**config.mk**
```make
export PLATFORM = sky130hd
export DESIGN_NAME = dcache_tag_array
export DESIGN_NICKNAME = d
export VERILOG_FILES = /design/src/rtl/dcache_pkg.sv /design/src/rtl/dcache_tag_array.sv
export SDC_FILE = /design/constraint.sdc
export NUM_CORES = 1
export LEC_CHECK = 0
export BUFFER_PORTS_ARGS = -buffer_cell sky130_fd_sc_hd__buf_2
export CAP_MARGIN = 20
export CORE_ASPECT_RATIO = 0.7
export CORE_UTILIZATION = 30
export DETAILED_ROUTE_END_ITERATION = 8
export PLACE_DENSITY = 0.47
export SLEW_MARGIN = 20
export SYNTH_ARGS = -nofsm -noshare
export SYNTH_HDL_FRONTEND = slang
export SYNTH_SLANG_ARGS = --single-unit
```
**constraint.sdc**
```tcl
create_clock -name clk -period 3.9 [get_ports clk]
set_clock_uncertainty 0.05 [all_clocks]
set_input_delay 0.78 -clock clk [delete_from_list [all_inputs] [get_ports clk]]
set_output_delay 0.78 -clock clk [all_outputs]
set_load 0.005 [all_outputs]
```
**src/rtl/dcache_pkg.sv**
```systemverilog
package dcache_pkg;

    // default geometry, overridden from the top level
    parameter int DEF_INDEX_W  = 4;
    parameter int DEF_OFFSET_W = 2;

    //////////////////////////////////////////////////////////////////////
    // pipeline request
    //////////////////////////////////////////////////////////////////////
    typedef struct packed {
        logic [31:0] addr;
        logic [31:0] wdata;
        logic [3:0]  wstrb;
        logic        write;
        logic        uncached;
        logic        inval_all;
    } dcache_req_t;

    //////////////////////////////////////////////////////////////////////
    // memory request
    //////////////////////////////////////////////////////////////////////
    // line set means a whole-line read at a line-aligned address
    typedef struct packed {
        logic [31:0] addr;
        logic [31:0] wdata;
        logic [3:0]  wstrb;
        logic        write;
        logic        line;
    } mem_req_t;

    typedef enum logic [2:0] {
        SWEEP,
        IDLE,
        LOOKUP,
        MISS_REQ,
        MISS_WAIT,
        WRITE_REQ,
        UNC_REQ,
        UNC_WAIT
    } ctrl_state_t;

endpackage

```
**src/rtl/dcache_tag_array.sv**
```systemverilog
`timescale 1ns/1ps

module dcache_tag_array import dcache_pkg::*; #(
    parameter int INDEX_W  = DEF_INDEX_W,
    parameter int OFFSET_W = DEF_OFFSET_W
) (
    input  logic               clk,
    input  logic               rst_n,
    input  logic [INDEX_W-1:0] rd_index,
    input  logic [31:0]        buf_addr,
    input  logic               tag_write,
    input  logic               fill_way,
    input  logic               lru_touch,
    input  logic               touch_way,
    input  logic               sweep_busy,
    input  logic [INDEX_W-1:0] sweep_index,
    output logic               hit,
    output logic               hit_way,
    output logic               victim_way
);

    localparam int SETS  = 1 << INDEX_W;
    localparam int TAG_W = 32 - INDEX_W - OFFSET_W - 2;

    logic [TAG_W-1:0]   tags [2][SETS];
    logic [1:0]         valid [SETS];
    // per set, the least recently used way
    logic [SETS-1:0]    lru;
    logic [INDEX_W-1:0] index_q;
    logic [TAG_W-1:0]   buf_tag;
    logic [1:0]         way_hit;

    assign buf_tag = buf_addr[31 -: TAG_W];

    always_ff @(posedge clk or negedge rst_n) begin
        if (!rst_n) begin
            index_q <= '0;
        end else begin
            index_q <= rd_index;
        end
    end

    ///////////////////////////////////////////////////////////////////////
    // updates, sweep first
    ///////////////////////////////////////////////////////////////////////
    always_ff @(posedge clk) begin
        if (sweep_busy) begin
            valid[sweep_index] <= 2'b00;
            lru[sweep_index]   <= 1'b0;
        end else begin
            if (tag_write) begin
                tags[fill_way][index_q]  <= buf_tag;
                valid[index_q][fill_way] <= 1'b1;
            end
            // the other way becomes the victim
            if (lru_touch) begin
                lru[index_q] <= ~touch_way;
            end
        end
    end

    ///////////////////////////////////////////////////////////////////////
    // compare against the registered set
    ///////////////////////////////////////////////////////////////////////
    assign way_hit[0] = valid[index_q][0] && (tags[0][index_q] == buf_tag);
    assign way_hit[1] = valid[index_q][1] && (tags[1][index_q] == buf_tag);

    assign hit        = |way_hit;
    assign hit_way    = way_hit[1];
    assign victim_way = lru[index_q];

endmodule

```
==> tab_implementation.tex, run 1 <==
\begin{tabular}{lr}
\hline
Metric & Value \\
\hline
\multicolumn{2}{l}{\textbf{Logic synthesis}} \\
\quad Compound-gate portion of the synthesized area & 0.0518 \\
\quad Post-synthesis adder-cell area fraction & 0 \\
\quad Register bit total from synthesis & 820 \\
\quad Cell types occupying the most area after synthesis & edfxtp\_1 (74\%), mux4\_2 (11\%), mux2i\_1 (3.3\%) \\
\quad Post-synth top area cell & edfxtp\_1 \\
\quad Ys flop type & edfxtp\_1 \\
\quad Share of synthesized flip-flops with an asynchronous set or reset & 0.00488 \\
\quad Number of enable-type register cells in the synthesized netlist & 816 \\
\quad Mux share of post-synthesis cell area & 0.143 \\
\quad Average cell area after synthesis & 19.1 sq um \\
\quad Sequential-to-total area share from yosys stat & 0.741 \\
\quad Area fraction of the dominant cell type after synthesis & 0.738 \\
\quad Combinational family with the most area after synthesis & multiplexers \\
\quad Cell count after synthesis & 1740 \\
\quad Netlist Area Pre-Place & 0.0332 sq mm \\
\quad Count of cell types in the netlist & 73 \\
\quad Simple-Gate Fraction of Synth Area & 0.0333 \\
\quad Syn\_nets & 1787 \\
\quad Count of warnings emitted by yosys & 0 \\
\quad Xor/xnor cell area share of the yosys netlist & 0.00871 \\
\multicolumn{2}{l}{\textbf{Critical path}} \\
\quad CP Data Arrival Time & 3.90 ns \\
\quad Worst reg2reg path startpoint & index\_q[3] \\
\quad Startpoint types & flop \\
\quad Largest fanout on the critical path & 12 \\
\quad Req. time, crit path & 3.07 ns \\
\quad Worst Path Class, Setup & reg2out \\
\quad Critical path capture point type & output port \\
\quad First element of the critical path & index\_q[0] \\
\quad Number of cell instances on the worst register-to-register path & 11 \\
\multicolumn{2}{l}{\textbf{Placement}} \\
\quad Setup Slack @ Placement & -0.878 ns \\
\quad RD Place Congestion & 0.851 \\
\quad Estimated wirelength of the detail-placed design & 61600 um \\
\quad Placed standard-cell area & 0.0372 sq mm \\
\quad Placed instance count & 3387 \\
\quad Count of buffers from port buffering & 41 \\
\multicolumn{2}{l}{\textbf{Global route}} \\
\quad Busiest grt layer & met1 \\
\quad Leftover overflow at the end of global routing & 0 \\
\quad Met1 GRT Util & 0.266 \\
\quad Maximum number of pins on one net before global-route repair & 42 \\
\quad Vias in the first global route & 18544 \\
\quad Met2 Usage GRT & 0.252 \\
\quad Number of antenna violations at the first check in global routing & 6 \\
\quad Met3 demand-to-capacity share in global routing & 0.0360 \\
\quad First-pass GRT wire length & 138000 um \\
\quad GRT Overall Usage & 0.174 \\
\multicolumn{2}{l}{\textbf{STA}} \\
\quad Setup violation total in the final timing report & 2 \\
\quad Worst Slack Setup Final & -0.829 ns \\
\quad Clock period minus worst slack & 4.73 ns \\
\quad Unrepaired setup endpoints after global routing & yes \\
\quad Number of max-slew violations in the final report & 0 \\
\quad Peak Freq & 211 MHz \\
\quad Transition time of the tightest slew-check pin & 0.773 ns \\
\quad Final period utilization & 1.21 \\
\quad Worst slew margin relative to its limit & 0.483 \\
\quad Fin. Hold Viols & 0 \\
\multicolumn{2}{l}{\textbf{Floorplan}} \\
\quad Number of top-level pins & 50 \\
\quad Core box area & 0.109 sq mm \\
\quad Die Height & 280 um \\
\quad Effective utilization at floorplan & 0.304 \\
\quad Horiz. Die Dim & 400 um \\
\quad Die Footprint & 0.112 sq mm \\
\quad Num rows & 101 \\
\multicolumn{2}{l}{\textbf{Finish}} \\
\quad Total number of nets in the final design & 2100 \\
\quad Area occupied by multi-input gates & 0.00831 sq mm \\
\quad Most common cell after layout, fill and taps aside & edfxtp\_1 \\
\quad Layout-stage area growth over the synthesis result & 22.1\% \\
\quad Register Area & 0.0246 sq mm \\
\quad Fin util & 0.372 \\
\quad Most frequent cells in the layout & edfxtp\_1 (816), buf\_4 (215), mux4\_2 (155) \\
\quad Number of filler instances in the final layout & 10091 \\
\quad Final non-filler cell total & 3562 \\
\quad Final Instance Area & 0.0405 sq mm \\
\quad Share of cells above drive strength 1 & 0.325 \\
\multicolumn{2}{l}{\textbf{Run status}} \\
\quad Violated checks & negative setup slack \\
\quad Outcome & finished with violations \\
\multicolumn{2}{l}{\textbf{Route}} \\
\quad Routed len/inst & 27.3 um \\
\quad Remaining routing DRC violations & 0 \\
\quad Final ANT Viol Nets & 0 \\
\quad Average vias per placed instance & 5.12 \\
\quad Final wirelength & 97300 um \\
\quad First-pass detailed-route iteration total & 5 \\
\quad Vias & 18222 \\
\quad DRC violation total after the first TritonRoute iteration & 1791 \\
\multicolumn{2}{l}{\textbf{Power and ir drop}} \\
\quad Power density over the cells & 477 mW/mm\^{}2 \\
\quad Maximum ir drop on the vdd rail & 309 uV \\
\quad Reported leakage power & 13.3 nW \\
\quad Total power of the final layout & 0.0193 W \\
\multicolumn{2}{l}{\textbf{CTS}} \\
\quad Clock H-tree levels & 3 \\
\quad Clock transition at the registers of the reported paths & 0.05 ns \\
\quad TritonCTS Buffers & 84 \\
\quad CTS Root Buffer Type & clkbuf\_16 \\
\quad Clock latency on the worst-skew pair & 0.66 ns \\
\quad Clock tree from TritonCTS & built \\
\quad Clk sinks & 820 \\
\quad Maximum buffer depth of the clock tree & 3 \\
\multicolumn{2}{l}{\textbf{Flow run}} \\
\quad Number of max-cap violations & 0 \\
\multicolumn{2}{l}{\textbf{Min path}} \\
\quad Class of the tightest hold or removal check & in2reg \\
\quad Hold path depth & 1 \\
\quad Startpoint of the most critical hold path & rd\_index[3] \\
\hline
\end{tabular}
## path summary, 6_finish.rpt
| kind | endpoint | slack [ns] |
|---|---|---|
| max | hit | -0.83 |
| min | index_q[3] | 0.17 |
| max reg2reg | tags[1][1] | 0.70 |
| min reg2reg | lru[0] | 0.55 |
| max in group asynchronous | index_q[1] | 3.24 |
| min in group asynchronous | index_q[0] | 0.42 |
## synthesized netlist by cell type (all sizes together), types with 7 or more instances
| library cell | n |
|---|---|
| nor2 | 104 |
| nand3 | 13 |
| a21oi | 23 |
| edfxtp | 816 |
| a221oi | 7 |
| mux4 | 155 |
| a211oi | 7 |
| nand2 | 61 |
| o22ai | 32 |
| a31oi | 7 |
| clkbuf | 35 |
| inv | 25 |
| mux2i | 109 |
| nor3 | 17 |
| mux2 | 15 |
| o21ai | 40 |
| a22oi | 41 |
| o21bai | 14 |
| buf | 55 |
| nor2b | 9 |
| nand2b | 14 |
| o211ai | 13 |
| xnor2 | 27 |
## logic make-up after synthesis
group,after synthesis
xor+xnor,33
simple gates,246
buf+inv,118
compound gates,244
flops,820
mux,279
## repair_timing
item / in CTS / in global routing
setup endpoints to repair: 3 / 3
resized for setup: 44 / 30
cloned: 0 / 1
hold endpoints to repair: 4 / 0
hold buffers: 1 / 0
setup buffers: 10 / 10
pin swaps: 8 / 8
## metrics by stage
step / TNS, ns / hold slack (ns)
2_1_floorplan: -52.05 / 0.434
3_3_place_gp: -1.28 / 0.524
3_5_place_dp: -1.26 / 0.537
4_1_cts: -1.67 / 0.125
5_1_grt: -1.80 / 0.134
6_report: -1.53 / 0.173
## cell type report
class | count | share of cell area
Clock buffer | 106 | 0.0549
Timing Repair Buffer | 317 | 0.0735
Tap cell | 1442 | 0.0445
Clock inverter | 46 | 0.0122
Sequential cell | 820 | 0.607
Inverter | 28 | 0.00259
Antenna cell | 1 | 0.0000617
Multi-Input combinational cell | 802 | 0.205
## layer usage
| layer | wire length [um] | share of wire |
|---|---|---|
| met1 | 47300 | 0.49 |
| met2 | 42000 | 0.43 |
| met3 | 6180 | 0.064 |
| met4 | 1810 | 0.019 |
| met5 | 13 | 0.00013 |
## report_power, final
group	internal [W]	switching, W	total [W]	leakage, nW
Clock	0.00466	0.00349	0.00815	1.33
Combinational	0.000582	0.000830	0.00141	4.59
Sequential	0.00974	0.0000169	0.00976	7.43
Total	0.0150	0.00433	0.0193	13.3
## state kept, by name, summed over array words and instances, names as in the netlist
signal / flops
tags: 768
lru: 16
valid: 32
index_q: 4
## critical path, cell delays in order (launching register included)
cell	delay (ns)
dfrtp_4	0.50
buf_4	0.16
buf_12	0.15
buf_12	0.16
buf_12	0.12
mux4_2	0.43
inv_2	0.10
buf_4	0.10
a2bb2oi_1	0.26
o21ai_0	0.20
a2111oi_4	0.52
buf_4	0.19
a41o_1	0.20
buf_2	0.13
(Power assumes the default switching activity.)
==> run 2: changes to the inputs <==
- PLACE_DENSITY: 0.47 -> 0.45
- clock period: 3.9 -> 4.76 ns (I/O delays scaled with it)
==> tab_implementation.tex, run 2 (same netlist as run 1, synthesis figures left out) <==
\begin{tabular}{lr}
\hline
Metric & Value \\
\hline
\multicolumn{2}{l}{\textbf{Critical path}} \\
\quad Startpoint types & flop (unchanged) \\
\quad Req. time, crit path & 3.76 ns (was 3.07 ns) \\
\quad Capture instance of the worst register-to-register path & tags[1][319] (was tags[1][1]) \\
\quad Number of cell instances on the worst register-to-register path & 7 (was 11) \\
\quad CP Data Arrival Time & 4.04 ns (was 3.90 ns) \\
\quad Critical path capture point type & output port (unchanged) \\
\quad Largest fanout on the critical path & 50 (was 12) \\
\quad Worst reg2reg path startpoint & index\_q[1] (was index\_q[3]) \\
\quad R2R setup slack & 1.28 ns (was 0.70 ns) \\
\quad Worst Path Class, Setup & reg2out (unchanged) \\
\multicolumn{2}{l}{\textbf{Power and ir drop}} \\
\quad Reported leakage power & 12.7 nW (was 13.3 nW) \\
\quad Power density over the cells & 396 mW/mm\^{}2 (was 477 mW/mm\^{}2) \\
\quad Total power of the final layout & 0.0155 W (was 0.0193 W) \\
\quad Maximum ir drop on the vdd rail & 274 uV (was 309 uV) \\
\multicolumn{2}{l}{\textbf{Finish}} \\
\quad Max FFs per register & 768 (unchanged) \\
\quad Most frequent cells in the layout & edfxtp\_1 (816), buf\_4 (157), mux4\_2 (155) (was edfxtp\_1 (816), buf\_4 (215), mux4\_2 (155)) \\
\quad Most common cell after layout, fill and taps aside & edfxtp\_1 (unchanged) \\
\quad Total number of nets in the final design & 2003 (was 2100) \\
\quad Number of filler instances in the final layout & 10147 (was 10091) \\
\quad Layout-stage area growth over the synthesis result & 18.3\% (was 22.1\%) \\
\quad Share of cells above drive strength 1 & 0.286 (was 0.325) \\
\quad Register containing the most flip-flops in the final layout & tags (unchanged) \\
\quad Largest regs & tags (768), valid (32), lru (16) (unchanged) \\
\quad Antenna fix cells & 0 (was 1) \\
\multicolumn{2}{l}{\textbf{Placement}} \\
\quad Estimated wirelength of the detail-placed design & 60300 um (was 61600 um) \\
\quad Count of buffers from port buffering & 41 (unchanged) \\
\quad RD Place Congestion & 0.821 (was 0.851) \\
\multicolumn{2}{l}{\textbf{Route}} \\
\quad First-pass detailed-route iteration total & 5 (unchanged) \\
\quad Remaining routing DRC violations & 0 (unchanged) \\
\quad Final wirelength & 94700 um (was 97300 um) \\
\quad Vias & 17665 (was 18222) \\
\quad Average vias per placed instance & 5.10 (was 5.12) \\
\quad Routed len/inst & 27.4 um (was 27.3 um) \\
\quad DRC violation total after the first TritonRoute iteration & 1708 (was 1791) \\
\quad Final ANT Viol Nets & 0 (unchanged) \\
\multicolumn{2}{l}{\textbf{CTS}} \\
\quad Clk sinks & 820 (unchanged) \\
\quad CTS Root Buffer Type & clkbuf\_16 (unchanged) \\
\quad Clock latency on the worst-skew pair & 0.67 ns (was 0.66 ns) \\
\quad Maximum buffer depth of the clock tree & 3 (unchanged) \\
\quad Clock transition at the registers of the reported paths & 0.06 ns (was 0.05 ns) \\
\quad TritonCTS Buffers & 82 (was 84) \\
\quad Clock tree from TritonCTS & built (unchanged) \\
\quad Clock H-tree levels & 3 (unchanged) \\
\multicolumn{2}{l}{\textbf{STA}} \\
\quad Unrepaired setup endpoints after global routing & yes (unchanged) \\
\quad Peak Freq & 198 MHz \\
\quad Number of max-slew violations in the final report & 0 (unchanged) \\
\quad Setup violation total in the final timing report & 2 (unchanged) \\
\quad Transition time of the tightest slew-check pin & 0.815 ns (was 0.773 ns) \\
\quad Final hold slack & 0.342 ns (was 0.173 ns) \\
\quad Clock period minus worst slack & 5.04 ns \\
\quad Final period utilization & 1.06 \\
\quad Worst slew margin relative to its limit & 0.457 (was 0.483) \\
\quad Fin. Hold Viols & 0 (unchanged) \\
\quad Worst Slack Setup Final & -0.279 ns (was -0.829 ns) \\
\multicolumn{2}{l}{\textbf{Floorplan}} \\
\quad Effective utilization at floorplan & 0.304 (unchanged) \\
\quad Core box area & 0.109 sq mm (unchanged) \\
\quad Num rows & 101 (unchanged) \\
\quad Die Height & 280 um (unchanged) \\
\quad Horiz. Die Dim & 400 um (unchanged) \\
\quad Die Footprint & 0.112 sq mm (unchanged) \\
\quad Number of top-level pins & 50 (unchanged) \\
\multicolumn{2}{l}{\textbf{Run status}} \\
\quad Violated checks & negative setup slack (unchanged) \\
\quad Outcome & finished with violations (unchanged) \\
\multicolumn{2}{l}{\textbf{Global route}} \\
\quad First-pass GRT wire length & 134000 um (was 138000 um) \\
\quad Leftover overflow at the end of global routing & 0 (unchanged) \\
\quad GRT Overall Usage & 0.170 (was 0.174) \\
\quad Vias in the first global route & 17916 (was 18544) \\
\quad Maximum number of pins on one net before global-route repair & 51 (was 42) \\
\quad Number of antenna violations at the first check in global routing & 7 (was 6) \\
\multicolumn{2}{l}{\textbf{Min path}} \\
\quad Hold path depth & 1 (unchanged) \\
\quad Worst Hold Path EP & index\_q[1] (was index\_q[3]) \\
\quad Startpoint of the most critical hold path & rd\_index[1] (was rd\_index[3]) \\
\quad Class of the tightest hold or removal check & in2reg (unchanged) \\
\multicolumn{2}{l}{\textbf{Flow run}} \\
\quad Number of max-cap violations & 0 (unchanged) \\
\hline
\end{tabular}
-- run 2: changes by cell type in the layout (fill, tap and decap cells not counted), sizes merged --
cell | before | now
buf | 315 | 218
clkinv | 31 | 38
clkbuf | 107 | 101
clkinvlp | 3 | 0
inv | 31 | 28
bufbuf | 0 | 2
diode | 1 | 0
-- run 2: layout make-up --
| cell class | count | area, sq um | share of cell area |
|---|---|---|---|
| well taps | 1442 | 1800 | 0.0460 |
| flip-flops and latches | 820 | 24600 | 0.627 |
| repair buffers | 222 | 1910 | 0.0487 |
| multi-input cells | 802 | 8180 | 0.208 |
| clock buffers | 100 | 2180 | 0.0556 |
| clock inverters | 47 | 457 | 0.0116 |
| inverters | 28 | 105 | 0.00268 |
-- run 2: how the worst max path moves through the flow --
stage / start / end / slack (ns) / cells after the start
floorplan: sweep_busy / tags[0][168] / 0.15 / 6
finish: index_q[1] / hit / -0.28 / 12
global route: index_q[0] / hit / -0.38 / 11
global placement: index_q[0] / hit / -0.13 / 12
detailed placement: index_q[0] / hit / -0.11 / 12
CTS: index_q[0] / hit / -0.32 / 12
-- run 2: what timing repair did --
| item | CTS | global route |
|---|---|---|
| hold buffers | 1 | 0 |
| pin swaps | 4 | 6 |
| endpoints found under the setup margin | 2 | 2 |
| cloned | 2 | 1 |
| buffers inserted | 8 | 4 |
| hold endpoints to repair | 4 | 0 |
| resized for setup | 31 | 12 |
-- run 2: per-stage QoR --
stage                      util  instance area (sq um)  TNS (ns)  setup slack [ns]  std cells
after global placement    0.332                  36200    -0.131            -0.131       3298
after CTS                 0.359                  39100    -0.623            -0.317       3456
after detailed placement  0.332                  36200    -0.109            -0.109       3298
final                     0.360                  39300    -0.523            -0.279       3461
after floorplan               -                  33200         0             0.146       1740
after global routing      0.360                  39300    -0.726            -0.378       3461
-- run 2: power breakdown --
group	switching [W]	internal, W
clock	0.00276	0.00374
sequential	0.0000188	0.00798
combinational	0.000643	0.000395
total	0.00342	0.0121
-- run 2: per-layer routing --
| layer | vias to the layer above | global-route usage | wire (um) |
|---|---|---|---|
| met5 | - | 0 | 13 |
| met4 | 2 | 0.0379 | 1860 |
| met3 | 132 | 0.0390 | 6110 |
| met2 | 538 | 0.252 | 41700 |
| met1 | 9421 | 0.253 | 45000 |
| li1 | 7572 | - | - |
-- run 2: worst max-delay path, cell delays in order (launching register included) --
cell and delay [ns]:
dfrtp_4 0.55, buf_4 0.16, buf_12 0.27, mux4_2 0.41, mux4_2 0.48, xor2_1 0.15, buf_4 0.18, nor2_2 0.10
o2111ai_2 0.14, nor4_4 0.36, buf_4 0.20, a41o_4 0.14, buf_2 0.12
==> run 3: changes to the inputs <==
- ABC_AREA: not set -> 1
- clock period: 4.76 -> 5.89 ns (I/O delays scaled with it)
==> tab_implementation.tex, run 3 <==
\begin{tabular}{lr}
\hline
Metric & Value \\
\hline
\multicolumn{2}{l}{\textbf{Run status}} \\
\quad Outcome & finished clean (was finished with violations) \\
\multicolumn{2}{l}{\textbf{CTS}} \\
\quad CTS-repair resized insts & 0 (was 31) \\
\quad TritonCTS Buffers & 82 (unchanged) \\
\quad Clock tree from TritonCTS & built (unchanged) \\
\quad Clock latency on the worst-skew pair & 0.67 ns (about the same) \\
\quad Maximum buffer depth of the clock tree & 3 (unchanged) \\
\quad CTS Root Buffer Type & clkbuf\_16 (unchanged) \\
\quad Clk sinks & 820 (unchanged) \\
\quad Number of setup buffers added after CTS & 0 (was 8) \\
\quad Clock H-tree levels & 3 (unchanged) \\
\quad Clock transition at the registers of the reported paths & 0.07 ns (was 0.06 ns) \\
\quad Cts-stage hold buffer count & 0 (was 1) \\
\multicolumn{2}{l}{\textbf{Finish}} \\
\quad Largest regs & tags (768), valid (32), lru (16) (unchanged) \\
\quad Most frequent cells in the layout & nand2\_1 (1707), edfxtp\_1 (816), nor2\_1 (132) (was edfxtp\_1 (816), buf\_4 (157), mux4\_2 (155)) \\
\quad Register containing the most flip-flops in the final layout & tags (unchanged) \\
\quad Layout-stage area growth over the synthesis result & 15.3\% (was 18.3\%) \\
\quad Most common cell after layout, fill and taps aside & nand2\_1 (was edfxtp\_1) \\
\quad Final Instance Area & 0.0393 sq mm (about the same) \\
\quad Final non-filler cell total & 4829 (was 3461) \\
\quad Share of cells above drive strength 1 & 0.0871 (was 0.286) \\
\quad Max FFs per register & 768 (unchanged) \\
\quad Total number of nets in the final design & 3292 (was 2003) \\
\multicolumn{2}{l}{\textbf{Floorplan}} \\
\quad Num rows & 103 (was 101) \\
\quad Number of top-level pins & 50 (unchanged) \\
\quad Core box area & 0.113 sq mm (was 0.109 sq mm) \\
\quad Horiz. Die Dim & 405 um (was 400 um) \\
\quad Die Height & 284 um (was 280 um) \\
\quad Effective utilization at floorplan & 0.302 (was 0.304) \\
\quad Die Footprint & 0.115 sq mm (was 0.112 sq mm) \\
\multicolumn{2}{l}{\textbf{Route}} \\
\quad Final ANT Viol Nets & 0 (unchanged) \\
\quad DRC violation total after the first TritonRoute iteration & 2141 (was 1708) \\
\quad Final wirelength & 105000 um (was 94700 um) \\
\quad Average vias per placed instance & 4.65 (was 5.10) \\
\quad Remaining routing DRC violations & 0 (unchanged) \\
\quad Routed len/inst & 21.8 um (was 27.4 um) \\
\quad First-pass detailed-route iteration total & 7 (was 5) \\
\quad Vias & 22431 (was 17665) \\
\multicolumn{2}{l}{\textbf{STA}} \\
\quad Worst slew margin relative to its limit & 0.430 (was 0.457) \\
\quad Total negative slack for setup checks & 0 ns (was -0.523 ns) \\
\quad Clock period minus worst slack & 5.48 ns \\
\quad Fin. Hold Viols & 0 (unchanged) \\
\quad Unrepaired setup endpoints after global routing & no (was yes) \\
\quad Setup violation total in the final timing report & 0 (was 2) \\
\quad Worst Slack Setup Final & 0.412 ns (was -0.279 ns) \\
\quad Peak Freq & 183 MHz \\
\quad Final period utilization & 0.930 \\
\quad Transition time of the tightest slew-check pin & 0.849 ns (was 0.815 ns) \\
\quad Number of max-slew violations in the final report & 0 (unchanged) \\
\multicolumn{2}{l}{\textbf{Logic synthesis}} \\
\quad Register bit total from synthesis & 820 (unchanged) \\
\quad Cell types occupying the most area after synthesis & edfxtp\_1 (72\%), nand2\_1 (19\%), nor2\_1 (1.8\%) (was edfxtp\_1 (74\%), mux4\_2 (11\%), mux2i\_1 (3.3\%)) \\
\quad Share of synthesized flip-flops with an asynchronous set or reset & 0.00488 (unchanged) \\
\quad Top cells by instance count after synthesis & nand2\_1 (1707), edfxtp\_1 (816), nor2\_1 (167), o21ai\_0 (77), buf\_2 (72) (was edfxtp\_1 (816), mux4\_2 (155), mux2i\_1 (109), nor2\_1 (104), nand2\_1 (61)) \\
\quad Number of enable-type register cells in the synthesized netlist & 816 (unchanged) \\
\quad Sequential-to-total area share from yosys stat & 0.721 (was 0.741) \\
\quad Netlist Area Pre-Place & 0.0341 sq mm (was 0.0332 sq mm) \\
\quad Area fraction of the dominant cell type after synthesis & 0.718 (was 0.738) \\
\quad Post-synth top area cell & edfxtp\_1 (unchanged) \\
\quad Ys flop type & edfxtp\_1 (unchanged) \\
\quad Count of cell types in the netlist & 25 (was 73) \\
\quad Average cell area after synthesis & 10.8 sq um (was 19.1 sq um) \\
\quad Syn\_nets & 3215 (was 1787) \\
\quad Count of warnings emitted by yosys & 0 (unchanged) \\
\quad Cell count after synthesis & 3168 (was 1740) \\
\quad Cell with the most instances after synthesis & nand2\_1 (was edfxtp\_1) \\
\multicolumn{2}{l}{\textbf{Critical path}} \\
\quad Largest fanout on the critical path & 72 (was 50) \\
\quad Gate family responsible for the most delay along the worst path & simple AND/OR/NAND/NOR gates (was buffers and inverters) \\
\quad CP Data Arrival Time & 4.25 ns (was 4.04 ns) \\
\quad Startpoint types & flop (unchanged) \\
\quad Cells traversed along the worst timing path & inv\_6 > nor2\_4 > buf\_12 > nand2\_1 > nand3\_1 > nand2\_1 > nand2\_1 > nor3\_1 > nor2\_1 > nand2\_1 > nor2\_1 > nand2\_1 > nor2\_1 > nand2\_1 > nand2\_1 > buf\_2 (was buf\_4 > buf\_12 > mux4\_2 > mux4\_2 > xor2\_1 > buf\_4 > nor2\_2 > o2111ai\_2 > nor4\_4 > buf\_4 > a41o\_4 > buf\_2) \\
\quad Worst reg2reg path startpoint & index\_q[1] (unchanged) \\
\quad Req. time, crit path & 4.66 ns (was 3.76 ns) \\
\quad Critical path capture point type & output port (unchanged) \\
\quad Most numerous cell on the critical path & nand2\_1 (was buf\_4) \\
\quad Slowest stage cell, crit path & dfrtp\_4 (unchanged) \\
\quad Number of buffer and inverter stages on the critical path & 3 (was 5) \\
\quad First element of the critical path & index\_q[1] (unchanged) \\
\quad Longest individual stage delay on the worst path & 0.82 ns (was 0.55 ns) \\
\quad Worst Path Class, Setup & reg2out (unchanged) \\
\multicolumn{2}{l}{\textbf{Flow run}} \\
\quad Number of max-cap violations & 0 (unchanged) \\
\multicolumn{2}{l}{\textbf{Power and ir drop}} \\
\quad Switching power of the nets & 0.00290 W (was 0.00342 W) \\
\quad Power density over the cells & 312 mW/mm\^{}2 (was 396 mW/mm\^{}2) \\
\quad Reg power frac & 0.527 (was 0.515) \\
\quad Reported leakage power & 15.0 nW (was 12.7 nW) \\
\quad Clock group share of total power & 0.406 (was 0.418) \\
\quad Maximum ir drop on the vdd rail & 198 uV (was 274 uV) \\
\quad Gate power share & 0.066 (was 0.067) \\
\quad Switching portion of total power & 0.236 (was 0.220) \\
\quad Design internal power & 0.00937 W (was 0.0121 W) \\
\multicolumn{2}{l}{\textbf{Placement}} \\
\quad RD Place Congestion & 0.773 (was 0.821) \\
\quad Estimated wirelength of the detail-placed design & 58000 um (was 60300 um) \\
\quad Count of buffers from port buffering & 41 (unchanged) \\
\quad Placed standard-cell area & 0.0369 sq mm (was 0.0362 sq mm) \\
\quad Placed instance count & 4683 (was 3298) \\
\quad Setup Slack @ Placement & 1.13 ns (was -0.109 ns) \\
\multicolumn{2}{l}{\textbf{Global route}} \\
\quad GRT Overall Usage & 0.184 (was 0.170) \\
\quad Maximum number of pins on one net before global-route repair & 87 (was 51) \\
\quad First-pass GRT wire length & 153000 um (was 134000 um) \\
\quad Number of antenna violations at the first check in global routing & 2 (was 7) \\
\quad Leftover overflow at the end of global routing & 0 (unchanged) \\
\quad Vias in the first global route & 20852 (was 17916) \\
\multicolumn{2}{l}{\textbf{Min path}} \\
\quad Class of the tightest hold or removal check & in2async (was in2reg) \\
\hline
\end{tabular}
## run 3: cell count changes in the layout (fill, tap and decap cells not counted), sizes merged, moves of 18 or more
cell   change
o21ai     +52
mux4     -155
nand3     +53
xnor2     -27
buf       -79
inv       +18
nand2   +1646
mux2i    -109
nor2      +66
## run 3: per-layer routing
metal  share of wire  GRT usage  wire length (um)  vias to the layer above
met1            0.51      0.292             54200                    10972
met2            0.42      0.260             43900                      568
met5               0          0                 0                        -
met4           0.014     0.0337              1510                        0
met3           0.056     0.0324              5940                      105
li1                -          -                 -                    10786
## run 3: area by class of cell
| cell class | count | area, sq um |
|---|---|---|
| clock buffer | 103 | 2190 |
| multi-input combinational | 2158 | 8910 |
| clock inverter | 42 | 244 |
| timing repair buffer | 139 | 1280 |
| fill | 11290 | 73400 |
| tap | 1522 | 1900 |
| antenna | 1 | 2.50 |
| inverter | 44 | 180 |
| sequential | 820 | 24600 |
## run 3: power by group through the flow
| stage | Combinational [W] | Clock, W | Sequential [W] |
|---|---|---|---|
| floorplan | 0.000439 | 0 | 0.00659 |
| global placement | 0.000821 | 0 | 0.00660 |
| detailed placement | 0.000819 | 0 | 0.00660 |
| CTS | 0.000821 | 0.00508 | 0.00647 |
| global route | 0.000907 | 0.00530 | 0.00647 |
| finish | 0.000815 | 0.00499 | 0.00647 |
## run 3: path summary, 6_finish.rpt
kind | slack [ns] | end | cells after the start
max reg2reg | 2.41 | tags[0][141] | 6
max in group asynchronous | 5.40 | index_q[0] | 1
min in group clk | 0.56 | index_q[3] | 1
min reg2reg | 0.60 | lru[1] | 2
max | 0.41 | hit | 16
min | 0.25 | index_q[3] | 1
## run 3: through the flow
| stage | utilization | hold WS (ns) | power, W |
|---|---|---|---|
| 6_report | 0.349 | 0.252 | 0.0123 |
| 2_1_floorplan | - | 0.547 | 0.00703 |
| 4_1_cts | 0.349 | 0.203 | 0.0124 |
| 5_1_grt | 0.349 | 0.220 | 0.0127 |
| 3_5_place_dp | 0.327 | 0.582 | 0.00742 |
| 3_3_place_gp | 0.327 | 0.572 | 0.00742 |
## run 3: kinds of logic after synthesis
kind of cell / Yosys count / share of synthesized area
AOI/OAI and AO/OA: 190 / 0.0324
buffers and inverters: 190 / 0.0255
DFF: 820 / 0.721
and+or+nand+nor: 1968 / 0.221
